### config.mk
export PLATFORM = sky130hd
export DESIGN_NAME = frontend_top
export DESIGN_NICKNAME = d
export VERILOG_FILES = /design/src/logic/frontend_pkg.sv /design/src/logic/bpu_pred_if.sv /design/src/logic/branch_update_if.sv /design/src/logic/pc_reg.sv /design/src/logic/bpu.sv /design/src/logic/instbuffer.sv /design/src/logic/frontend_top.sv
export SDC_FILE = /design/constraint.sdc
export NUM_CORES = 2
export LEC_CHECK = 0
export CAP_MARGIN = 20
export CORE_UTILIZATION = 60
export DETAILED_ROUTE_END_ITERATION = 12
export DONT_BUFFER_PORTS = 1
export PLACE_DENSITY = 0.76
export SLEW_MARGIN = 20
export SYNTH_ARGS = -nofsm -noshare
export SYNTH_HDL_FRONTEND = slang
export SYNTH_SLANG_ARGS = --single-unit
export TNS_END_PERCENT = 100
### constraint.sdc
create_clock -name clk -period 22.6 [get_ports clk]
set_input_delay 4.52 -clock clk [delete_from_list [all_inputs] [get_ports clk]]
set_output_delay 4.52 -clock clk [all_outputs]
set_load 0.02 [all_outputs]
### src/logic/frontend_pkg.sv
package frontend_pkg;

    ////////////////////
    // Widths
    ////////////////////

    localparam int xlen = 32;

    // BTB tag is the whole word address
    localparam int btb_tag_w = xlen - 2;

    ////////////////////
    // Branch opcodes
    ////////////////////

    localparam logic [5:0] op_beq = 6'h04;
    localparam logic [5:0] op_bne = 6'h05;
    localparam logic [5:0] op_b   = 6'h02;

    ////////////////////
    // Instruction word
    ////////////////////

    // Conditional branch format
    typedef struct packed {
        logic [5:0]  opcode;
        logic [4:0]  rs;
        logic [4:0]  rt;
        logic [15:0] offset;
    } cond_fmt_t;

    // Unconditional jump format
    typedef struct packed {
        logic [5:0]  opcode;
        logic [25:0] offset;
    } jump_fmt_t;

    typedef union packed {
        cond_fmt_t cond_view;
        jump_fmt_t jump_view;
    } inst_word_u;

    // One BTB line
    typedef struct packed {
        logic                 valid;
        logic [btb_tag_w-1:0] tag;
        logic [xlen-1:0]      target;
        logic [1:0]           ctr;
        logic                 uncond;
    } btb_entry_t;

endpackage

### src/logic/bpu_pred_if.sv
`timescale 1ns/100ps

interface bpu_pred_if;
    import frontend_pkg::*;

    // Prediction for the instruction in the fetch cycle
    logic            pred_taken;
    logic [xlen-1:0] pred_target;
    logic            is_branch;
    logic            btb_hit;

    modport producer (
        output pred_taken,
        output pred_target,
        output is_branch,
        output btb_hit
    );

    // Next pc select and buffer tagging
    modport consumer (
        input pred_taken,
        input pred_target
    );

endinterface

### src/logic/branch_update_if.sv
`timescale 1ns/100ps

interface branch_update_if;
    import frontend_pkg::*;

    // Resolved branch from the back end
    logic            upd_valid;
    logic [xlen-1:0] upd_pc;
    logic            upd_taken;
    logic [xlen-1:0] upd_target;

    // Pipeline redirect
    logic            flush;
    logic [xlen-1:0] flush_pc;

    modport update (
        input upd_valid,
        input upd_pc,
        input upd_taken,
        input upd_target
    );

    modport flush_side (
        input flush,
        input flush_pc
    );

endinterface

### src/logic/pc_reg.sv
`timescale 1ns/100ps

module pc_reg #(
    parameter logic [frontend_pkg::xlen-1:0] reset_pc = '0
) (
    input  logic                          clk,
    input  logic                          arst_n,
    input  logic                          icache_valid,
    input  logic                          icache_stall,
    input  logic                          ib_full,
    bpu_pred_if.consumer                  pred,
    branch_update_if.flush_side           upd,
    output logic [frontend_pkg::xlen-1:0] fetch_pc,
    output logic                          fetch_en,
    output logic                          fetch_go
);
    import frontend_pkg::*;

    logic [xlen-1:0] next_pc;

    // Fetch is taken only when the cache answers and the buffer has room
    assign fetch_go = fetch_en && icache_valid && !icache_stall && !ib_full;

    ////////////////////
    // Next address
    ////////////////////

    always_comb begin
        next_pc = fetch_pc;
        if (upd.flush) begin
            next_pc = upd.flush_pc;
        end else if (fetch_go) begin
            if (pred.pred_taken) begin
                next_pc = pred.pred_target;
            end else begin
                next_pc = fetch_pc + xlen'(4);
            end
        end
    end

    // Enable rises on the first clock out of reset
    always_ff @(posedge clk or negedge arst_n) begin
        if (!arst_n) begin
            fetch_en <= 1'b0;
            fetch_pc <= reset_pc;
        end else begin
            fetch_en <= 1'b1;
            fetch_pc <= next_pc;
        end
    end

endmodule

### src/logic/bpu.sv
`timescale 1ns/100ps

module bpu #(
    parameter int btb_entries = 16
) (
    input  logic                          clk,
    input  logic                          arst_n,
    input  logic                          fetch_go,
    input  logic [frontend_pkg::xlen-1:0] fetch_pc,
    input  frontend_pkg::inst_word_u      icache_inst,
    branch_update_if.update               upd,
    bpu_pred_if.producer                  pred
);
    import frontend_pkg::*;

    localparam int idx_w = $clog2(btb_entries);

    btb_entry_t       btb [btb_entries];
    logic [idx_w-1:0] rd_idx;
    logic [idx_w-1:0] wr_idx;
    btb_entry_t       rd_entry;
    btb_entry_t       wr_old;
    btb_entry_t       wr_new;
    logic             wr_hit;
    logic             dec_uncond;
    logic             dec_cond;

    ////////////////////
    // Lookup
    ////////////////////

    assign rd_idx   = fetch_pc[idx_w+1:2];
    assign rd_entry = btb[rd_idx];

    // Pre-decode of the fetched word
    assign dec_uncond = icache_inst.jump_view.opcode == op_b;
    assign dec_cond   = (icache_inst.cond_view.opcode == op_beq) ||
                        (icache_inst.cond_view.opcode == op_bne);

    assign pred.is_branch   = dec_uncond || dec_cond;
    assign pred.btb_hit     = rd_entry.valid && (rd_entry.tag == fetch_pc[xlen-1:2]);
    assign pred.pred_target = rd_entry.target;

    // Jumps always go, conditional ones need a counter of 2 or 3
    assign pred.pred_taken = pred.btb_hit && pred.is_branch &&
                             (dec_uncond || rd_entry.uncond || rd_entry.ctr[1]);

    ////////////////////
    // Update
    ////////////////////

    assign wr_idx = upd.upd_pc[idx_w+1:2];
    assign wr_old = btb[wr_idx];
    assign wr_hit = wr_old.valid && (wr_old.tag == upd.upd_pc[xlen-1:2]);

    always_comb begin
        wr_new.valid  = 1'b1;
        wr_new.tag    = upd.upd_pc[xlen-1:2];
        wr_new.target = (upd.upd_taken || !wr_hit) ? upd.upd_target : wr_old.target;
        wr_new.uncond = wr_hit && wr_old.uncond;
        if (!wr_hit) begin
            // Fresh entry starts weak
            wr_new.ctr = upd.upd_taken ? 2'd2 : 2'd1;
        end else if (upd.upd_taken) begin
            wr_new.ctr = (wr_old.ctr == 2'd3) ? 2'd3 : wr_old.ctr + 2'd1;
        end else begin
            wr_new.ctr = (wr_old.ctr == 2'd0) ? 2'd0 : wr_old.ctr - 2'd1;
        end
    end

    always_ff @(posedge clk or negedge arst_n) begin
        if (!arst_n) begin
            for (int i = 0; i < btb_entries; i++) begin
                btb[i] <= '0;
            end
        end else if (upd.upd_valid) begin
            btb[wr_idx] <= wr_new;
        end else if (fetch_go && pred.btb_hit && dec_uncond) begin
            // Mark the line once a jump is seen hitting it
            btb[rd_idx].uncond <= 1'b1;
        end
    end

endmodule

### src/logic/instbuffer.sv
`timescale 1ns/100ps

module instbuffer #(
    parameter int ib_depth = 8
) (
    input  logic                          clk,
    input  logic                          arst_n,
    input  logic                          fetch_go,
    input  logic [frontend_pkg::xlen-1:0] fetch_pc,
    input  logic [frontend_pkg::xlen-1:0] icache_inst,
    input  logic                          send_inst_en,
    bpu_pred_if.consumer                  pred,
    branch_update_if.flush_side           upd,
    output logic                          ib_full,
    output logic                          ib_out_valid,
    output logic [frontend_pkg::xlen-1:0] ib_out_pc,
    output logic [frontend_pkg::xlen-1:0] ib_out_inst,
    output logic                          ib_out_pred_taken,
    output logic [frontend_pkg::xlen-1:0] ib_out_pred_target
);
    import frontend_pkg::*;

    localparam int ptr_w = $clog2(ib_depth);

    logic [xlen-1:0] pc_mem     [ib_depth];
    logic [xlen-1:0] inst_mem   [ib_depth];
    logic            taken_mem  [ib_depth];
    logic [xlen-1:0] target_mem [ib_depth];

    logic [ptr_w-1:0] rd_ptr;
    logic [ptr_w-1:0] wr_ptr;
    logic [ptr_w:0]   count;
    logic             push;
    logic             pop;

    assign ib_full      = count == (ptr_w + 1)'(ib_depth);
    assign ib_out_valid = count != '0;

    // A flush drops both the incoming word and the head
    assign push = fetch_go && !upd.flush;
    assign pop  = send_inst_en && ib_out_valid && !upd.flush;

    assign ib_out_pc          = pc_mem[rd_ptr];
    assign ib_out_inst        = inst_mem[rd_ptr];
    assign ib_out_pred_taken  = taken_mem[rd_ptr];
    assign ib_out_pred_target = target_mem[rd_ptr];

    ////////////////////
    // Storage
    ////////////////////

    always_ff @(posedge clk) begin
        if (push) begin
            pc_mem[wr_ptr]     <= fetch_pc;
            inst_mem[wr_ptr]   <= icache_inst;
            taken_mem[wr_ptr]  <= pred.pred_taken;
            target_mem[wr_ptr] <= pred.pred_target;
        end
    end

    ////////////////////
    // Pointers
    ////////////////////

    always_ff @(posedge clk or negedge arst_n) begin
        if (!arst_n) begin
            rd_ptr <= '0;
            wr_ptr <= '0;
            count  <= '0;
        end else if (upd.flush) begin
            rd_ptr <= '0;
            wr_ptr <= '0;
            count  <= '0;
        end else begin
            if (push) begin
                wr_ptr <= wr_ptr + 1'b1;
            end
            if (pop) begin
                rd_ptr <= rd_ptr + 1'b1;
            end
            // Simultaneous push and pop leaves the count alone
            case ({push, pop})
                2'b10:   count <= count + 1'b1;
                2'b01:   count <= count - 1'b1;
                default: count <= count;
            endcase
        end
    end

endmodule

### src/logic/frontend_top.sv
`timescale 1ns/100ps

module frontend_top #(
    parameter logic [frontend_pkg::xlen-1:0] reset_pc    = '0,
    parameter int                            btb_entries = 16,
    parameter int                            ib_depth    = 8
) (
    input  logic                          clk,
    input  logic                          arst_n,
    // Cache reply
    input  logic [frontend_pkg::xlen-1:0] icache_inst,
    input  logic                          icache_valid,
    input  logic                          icache_stall,
    // Back end
    input  logic                          send_inst_en,
    input  logic                          upd_valid,
    input  logic [frontend_pkg::xlen-1:0] upd_pc,
    input  logic                          upd_taken,
    input  logic [frontend_pkg::xlen-1:0] upd_target,
    input  logic                          flush,
    input  logic [frontend_pkg::xlen-1:0] flush_pc,
    // Fetch request
    output logic [frontend_pkg::xlen-1:0] fetch_pc,
    output logic                          fetch_en,
    // Buffer head
    output logic                          ib_full,
    output logic                          ib_out_valid,
    output logic [frontend_pkg::xlen-1:0] ib_out_pc,
    output logic [frontend_pkg::xlen-1:0] ib_out_inst,
    output logic                          ib_out_pred_taken,
    output logic [frontend_pkg::xlen-1:0] ib_out_pred_target
);

    logic fetch_go;

    bpu_pred_if      pred_bus ();
    branch_update_if upd_bus ();

    // Back-end strobes onto the update bus
    assign upd_bus.upd_valid  = upd_valid;
    assign upd_bus.upd_pc     = upd_pc;
    assign upd_bus.upd_taken  = upd_taken;
    assign upd_bus.upd_target = upd_target;
    assign upd_bus.flush      = flush;
    assign upd_bus.flush_pc   = flush_pc;

    pc_reg #(
        .reset_pc(reset_pc)
    ) u_pc_reg (
        .clk,
        .arst_n,
        .icache_valid,
        .icache_stall,
        .ib_full,
        .pred(pred_bus.consumer),
        .upd(upd_bus.flush_side),
        .fetch_pc,
        .fetch_en,
        .fetch_go
    );

    bpu #(
        .btb_entries(btb_entries)
    ) u_bpu (
        .clk,
        .arst_n,
        .fetch_go,
        .fetch_pc,
        .icache_inst,
        .upd(upd_bus.update),
        .pred(pred_bus.producer)
    );

    instbuffer #(
        .ib_depth(ib_depth)
    ) u_instbuffer (
        .clk,
        .arst_n,
        .fetch_go,
        .fetch_pc,
        .icache_inst,
        .send_inst_en,
        .pred(pred_bus.consumer),
        .upd(upd_bus.flush_side),
        .ib_full,
        .ib_out_valid,
        .ib_out_pc,
        .ib_out_inst,
        .ib_out_pred_taken,
        .ib_out_pred_target
    );

endmodule

==> flow_summary.html <==
<table>
<tr><th>Metric</th><th>Value</th></tr>
<tr><th colspan="2">Outcome</th></tr>
<tr><td>Run status</td><td>finished with violations</td></tr>
<tr><td>Violated checks</td><td>max-slew violations</td></tr>
<tr><th colspan="2">Die</th></tr>
<tr><td>Area of the die</td><td>146000 sq um</td></tr>
<tr><td>Initial cell density of the core</td><td>60.5%</td></tr>
<tr><td>Horizontal die dimension</td><td>382 microns</td></tr>
<tr><td>Die Y</td><td>382 microns</td></tr>
<tr><td>Area of the core</td><td>between 100000 and 150000 sq um</td></tr>
<tr><td>I/O pin count</td><td>~270</td></tr>
<tr><td>Rows</td><td>139</td></tr>
<tr><th colspan="2">Timing</th></tr>
<tr><td>Shortest clock period the worst path allows after layout</td><td>9560 ps</td></tr>
<tr><td>Period Utilization, post-route</td><td>a little over two fifths</td></tr>
<tr><td>Unrepaired setup endpoints after global routing</td><td>false</td></tr>
<tr><td>Worst clock skew</td><td>28.1 ps</td></tr>
<tr><td>Setup total negative slack</td><td>0 ps</td></tr>
<tr><td>Normalized max-slew margin</td><td>-14.4%</td></tr>
<tr><td>Final count of negative-setup-slack endpoints</td><td>0</td></tr>
<tr><td>Count of pins over their slew limit</td><td>about 70</td></tr>
<tr><td>Actual transition at the worst max-transition pin</td><td>1720 ps</td></tr>
<tr><td>Final hold vios</td><td>0</td></tr>
<tr><td>Achievable frequency</td><td>105 MHz</td></tr>
<tr><th colspan="2">Place</th></tr>
<tr><td>IO buf count</td><td>0</td></tr>
<tr><td>Post-DP HPWL</td><td>roughly 140000 microns</td></tr>
<tr><td>Routability congestion estimate from global placement</td><td>0.923</td></tr>
<tr><td>Standard cell area after detailed placement</td><td>88200 sq um</td></tr>
<tr><td>Placed insts</td><td>7889</td></tr>
<tr><th colspan="2">Routing</th></tr>
<tr><td>Wire length per cell</td><td>30.4 microns</td></tr>
<tr><td>DR vias/cell</td><td>6.89</td></tr>
<tr><td>ANT nets after route</td><td>0</td></tr>
<tr><td>Iteration count of the initial detailed-routing pass</td><td>6</td></tr>
<tr><td>Aggregate routed wire length</td><td>251000 microns</td></tr>
<tr><td>Count of vias placed by the detailed router</td><td>56800</td></tr>
<tr><td># DRC</td><td>0</td></tr>
<tr><td>DR iter-0 viols</td><td>7482</td></tr>
<tr><th colspan="2">Critical path</th></tr>
<tr><td>Data arrival time of the worst path</td><td>10190 ps</td></tr>
<tr><td>Delay contributed by the slowest stage of the critical path</td><td>950 ps</td></tr>
<tr><td>Critical path peak fanout</td><td>252</td></tr>
<tr><td>Cell type group with the largest total delay on the critical path</td><td>multiplexers</td></tr>
<tr><td>Sort of element at the start of the critical path</td><td>input port</td></tr>
<tr><td>Req. time, crit path</td><td>about 23000 ps</td></tr>
<tr><td>Critical path class</td><td>input port to flop</td></tr>
<tr><td>Element type at the critical path end</td><td>flop</td></tr>
<tr><td>Cell type of the slowest stage on the worst timing path</td><td>sky130_fd_sc_hd__mux2i_1</td></tr>
<tr><td>CP Cell Sequence</td><td>mux4_2 -&gt; mux2i_1 -&gt; o221ai_1 -&gt; o21ai_0 -&gt; nand4_1 -&gt; or4_1 -&gt; or3_4 -&gt; nor2_8 -&gt; buf_4 -&gt; mux2i_1 -&gt; o21ai_0</td></tr>
<tr><td>Length in cells of the worst reg-to-reg path</td><td>13</td></tr>
<tr><td>Number of gates on the worst path with buffers counted</td><td>11</td></tr>
<tr><td>Setup slack of the most critical reg-to-reg path</td><td>16230 ps</td></tr>
<tr><td>WP buf/inv</td><td>1</td></tr>
<tr><th colspan="2">Yosys</th></tr>
<tr><td>Fraction of post-synthesis cell area in the top cell type by area</td><td>31.7%</td></tr>
<tr><td>Count of unique library cells instantiated by Yosys</td><td>73</td></tr>
<tr><td>Synth warn</td><td>0</td></tr>
<tr><td>Largest cells by area after synthesis</td><td>sky130_fd_sc_hd__dfrtp_1, sky130_fd_sc_hd__edfxtp_1, sky130_fd_sc_hd__mux4_2</td></tr>
<tr><td>Synthesized instance count</td><td>6423</td></tr>
<tr><td>Synth async-reset ratio</td><td>between 50% and 60%</td></tr>
<tr><td>Post-Syn Nets</td><td>6568</td></tr>
<tr><td>Main flop type after synthesis</td><td>sky130_fd_sc_hd__dfrtp_1</td></tr>
<tr><td>Flops &amp; latches, synth</td><td>1875</td></tr>
<tr><td>Most instantiated library cell after synthesis</td><td>sky130_fd_sc_hd__nand2_1</td></tr>
<tr><td>Fraction of the yosys area taken by sequential cells</td><td>approximately 59%</td></tr>
<tr><td>Number of enable flip-flop cells after synthesis</td><td>776</td></tr>
<tr><td>Mapped Area</td><td>between 80000 and 90000 sq um</td></tr>
<tr><td>Average footprint of a synthesized cell</td><td>around 14 sq um</td></tr>
<tr><td>Largest area contributor in the netlist</td><td>sky130_fd_sc_hd__dfrtp_1</td></tr>
<tr><td>Cell types with the highest counts after synthesis</td><td>sky130_fd_sc_hd__nand2_1, sky130_fd_sc_hd__dfrtp_1, sky130_fd_sc_hd__edfxtp_1, sky130_fd_sc_hd__mux4_2, sky130_fd_sc_hd__o21ai_0</td></tr>
<tr><th colspan="2">Pwr</th></tr>
<tr><td>Sequential power share</td><td>46.1%</td></tr>
<tr><td>Clock network fraction of design power</td><td>32.8%</td></tr>
<tr><td>Max VDD drop</td><td>between 0.09 and 0.1 mV</td></tr>
<tr><td>Switching component of the power</td><td>2.76 mW</td></tr>
<tr><td>Internal Pwr Total</td><td>6.76 mW</td></tr>
<tr><td>Leakage</td><td>37.4 nW</td></tr>
<tr><td>Sw Share</td><td>29.0%</td></tr>
<tr><td>Combinational Power Share</td><td>approximately a fifth</td></tr>
<tr><td>Total Power Consumption</td><td>roughly 9.5 mW</td></tr>
<tr><td>Power per cell area</td><td>about 100 nW/um^2</td></tr>
<tr><th colspan="2">Clocking</th></tr>
<tr><td>Clock tree from TritonCTS</td><td>built</td></tr>
<tr><td>Resized Gates After CTS</td><td>0</td></tr>
<tr><td>Number of buffers on the longest clock path</td><td>3</td></tr>
<tr><td>Number of post-CTS setup repair buffers</td><td>0</td></tr>
<tr><td>Deepest level of the CTS H-tree</td><td>4</td></tr>
<tr><td>CTS sink count</td><td>between 1500 and 2000</td></tr>
<tr><td>Total clock buffers created by CTS</td><td>183</td></tr>
<tr><td>Clock edge transition at the registers on the reported setup and hold paths</td><td>60 ps</td></tr>
<tr><td>Hold Buf Count CTS</td><td>0</td></tr>
<tr><td>Clock latency at the later pin of the worst-skew pair</td><td>820 ps</td></tr>
<tr><td>CTS Root Cell</td><td>sky130_fd_sc_hd__clkbuf_16</td></tr>
<tr><th colspan="2">GRT</th></tr>
<tr><td>All-layer global routing usage</td><td>34.8%</td></tr>
<tr><td>Global route total overflow</td><td>0</td></tr>
<tr><td>Number of antenna violations at the first check in global routing</td><td>29</td></tr>
<tr><td>Maximum number of pins on one net before global-route repair</td><td>278</td></tr>
<tr><td>Vias in the first global route</td><td>57200</td></tr>
<tr><td>First-pass GRT wire length</td><td>373000 microns</td></tr>
<tr><th colspan="2">Cells and area</th></tr>
<tr><td>Area Growth Syn to Fin</td><td>8.87%</td></tr>
<tr><td>FILL cells</td><td>9685</td></tr>
<tr><td>Fraction of layout instances using a drive strength above 1</td><td>22.0%</td></tr>
<tr><td>Net count of the finished layout</td><td>roughly 6300</td></tr>
<tr><td>Non-filler cells, final</td><td>8249</td></tr>
<tr><td>Summed area of non-filler cells in the final layout</td><td>94500 sq um</td></tr>
<tr><th colspan="2">Min path</th></tr>
<tr><td>Worst hold path depth</td><td>1</td></tr>
<tr><td>HP Class</td><td>flop to flop</td></tr>
<tr><th colspan="2">Job</th></tr>
<tr><td>Number of maximum-capacitance violations</td><td>0</td></tr>
</table>
-- power by group through the flow --
stage / logic (mW) / clock network, mW / registers (mW)
2_1_floorplan: 1.53 / 0 / 4.29
4_1_cts: 1.98 / 3.15 / 4.38
3_5_place_dp: 1.96 / 0 / 4.44
5_1_grt: 2.13 / 3.28 / 4.44
6_report: 2.01 / 3.13 / 4.39
3_3_place_gp: 1.91 / 0 / 4.40
-- worst register-to-register path, delay by kind of cell, from the launching register on --
family / cells / cell delay (ps)
buf+inv: 3 / 2050
simple gates: 4 / 1340
mux: 3 / 1050
flops: 1 / 930
compound gates: 2 / 690
xor+xnor: 1 / 160
-- logic make-up (layout without fill, tap and decap cells) --
family / count (synthesis) / after routing / synth area share, %
adders and majority gates: 9 / 9 / 0.138
buffers and inverters: 576 / 485 / 2.70
DFF: 1875 / 1875 / 58.5
and+or+nand+nor: 1904 / 1904 / 8.90
muxes: 1072 / 1072 / 23.2
xor gates and xnor gates: 84 / 84 / 0.848
other: 1 / 15 / 0.00432
AOI/OAI and AO/OA: 902 / 902 / 5.67
-- worst paths after layout --
kind	start	endpoint
hold / removal	u_bpu.btb[565]	u_bpu.btb[565]
setup reg to reg	u_pc_reg.fetch_pc[5]	u_pc_reg.fetch_pc[9]
min in group asynchronous	arst_n	u_bpu.btb[424]
setup / recovery	upd_pc[2]	u_bpu.btb[297]
hold reg to reg	u_bpu.btb[565]	u_bpu.btb[565]
max in group asynchronous	arst_n	u_bpu.btb[1051]
-- per-stage QoR --
| stage | hold slack (ps) | utilization [%] | worst slack (ps) |
|---|---|---|---|
| 2_1_floorplan | 431 | - | 6720 |
| 3_3_place_gp | 443 | 61.4 | 12800 |
| 3_5_place_dp | 452 | 61.5 | 12690 |
| 4_1_cts | 468 | 65.7 | 13320 |
| 5_1_grt | 479 | 65.8 | 13130 |
| 6_report | 469 | 65.9 | 13040 |
-- final cells by class --
type / instances / area (sq um) / area share (%)
flip-flops and latches: 1875 / 50800 / 53.8
multi-input cells: 3972 / 34000 / 35.9
clock buffers: 250 / 5040 / 5.34
well taps: 1903 / 2380 / 2.52
clock inverters: 90 / 1080 / 1.14
repair buffers: 113 / 1040 / 1.10
inverters: 32 / 125 / 0.132
diodes: 14 / 35.0 / 0.0371
-- registers in the layout (all words and copies together), names as in the netlist --
signal                   cells
u_bpu.btb                 1056
u_instbuffer.inst_mem      256
u_instbuffer.pc_mem        256
u_instbuffer.target_mem    256
u_pc_reg.fetch_pc           32
u_instbuffer.taken_mem       8
u_instbuffer.count           4
u_instbuffer.rd_ptr          3
u_instbuffer.wr_ptr          3
u_pc_reg.fetch_en            1
-- placed cells by master (no fill, tap or decap), drive strengths merged, types with 41 or more instances in the layout --
master and instances:
a21oi 89, buf 111, clkbuf 252, clkinv 59
dfrtp 1099, edfxtp 776, mux2 177, mux2i 161
mux4 734, nand2 1590, nand2b 45, nor2 74
nor3 41, o21ai 677, xnor2 49
-- routing by layer --
metal,part of all wire (%),global-route usage [%],up-vias
met5,0.092,0,-
met3,13,10.9,850
met1,35,45.4,29100
met2,46,53.3,3763
met4,5.3,17.1,40
li1,-,-,23100
No activity file was read; power rests on OpenSTA's default activity.
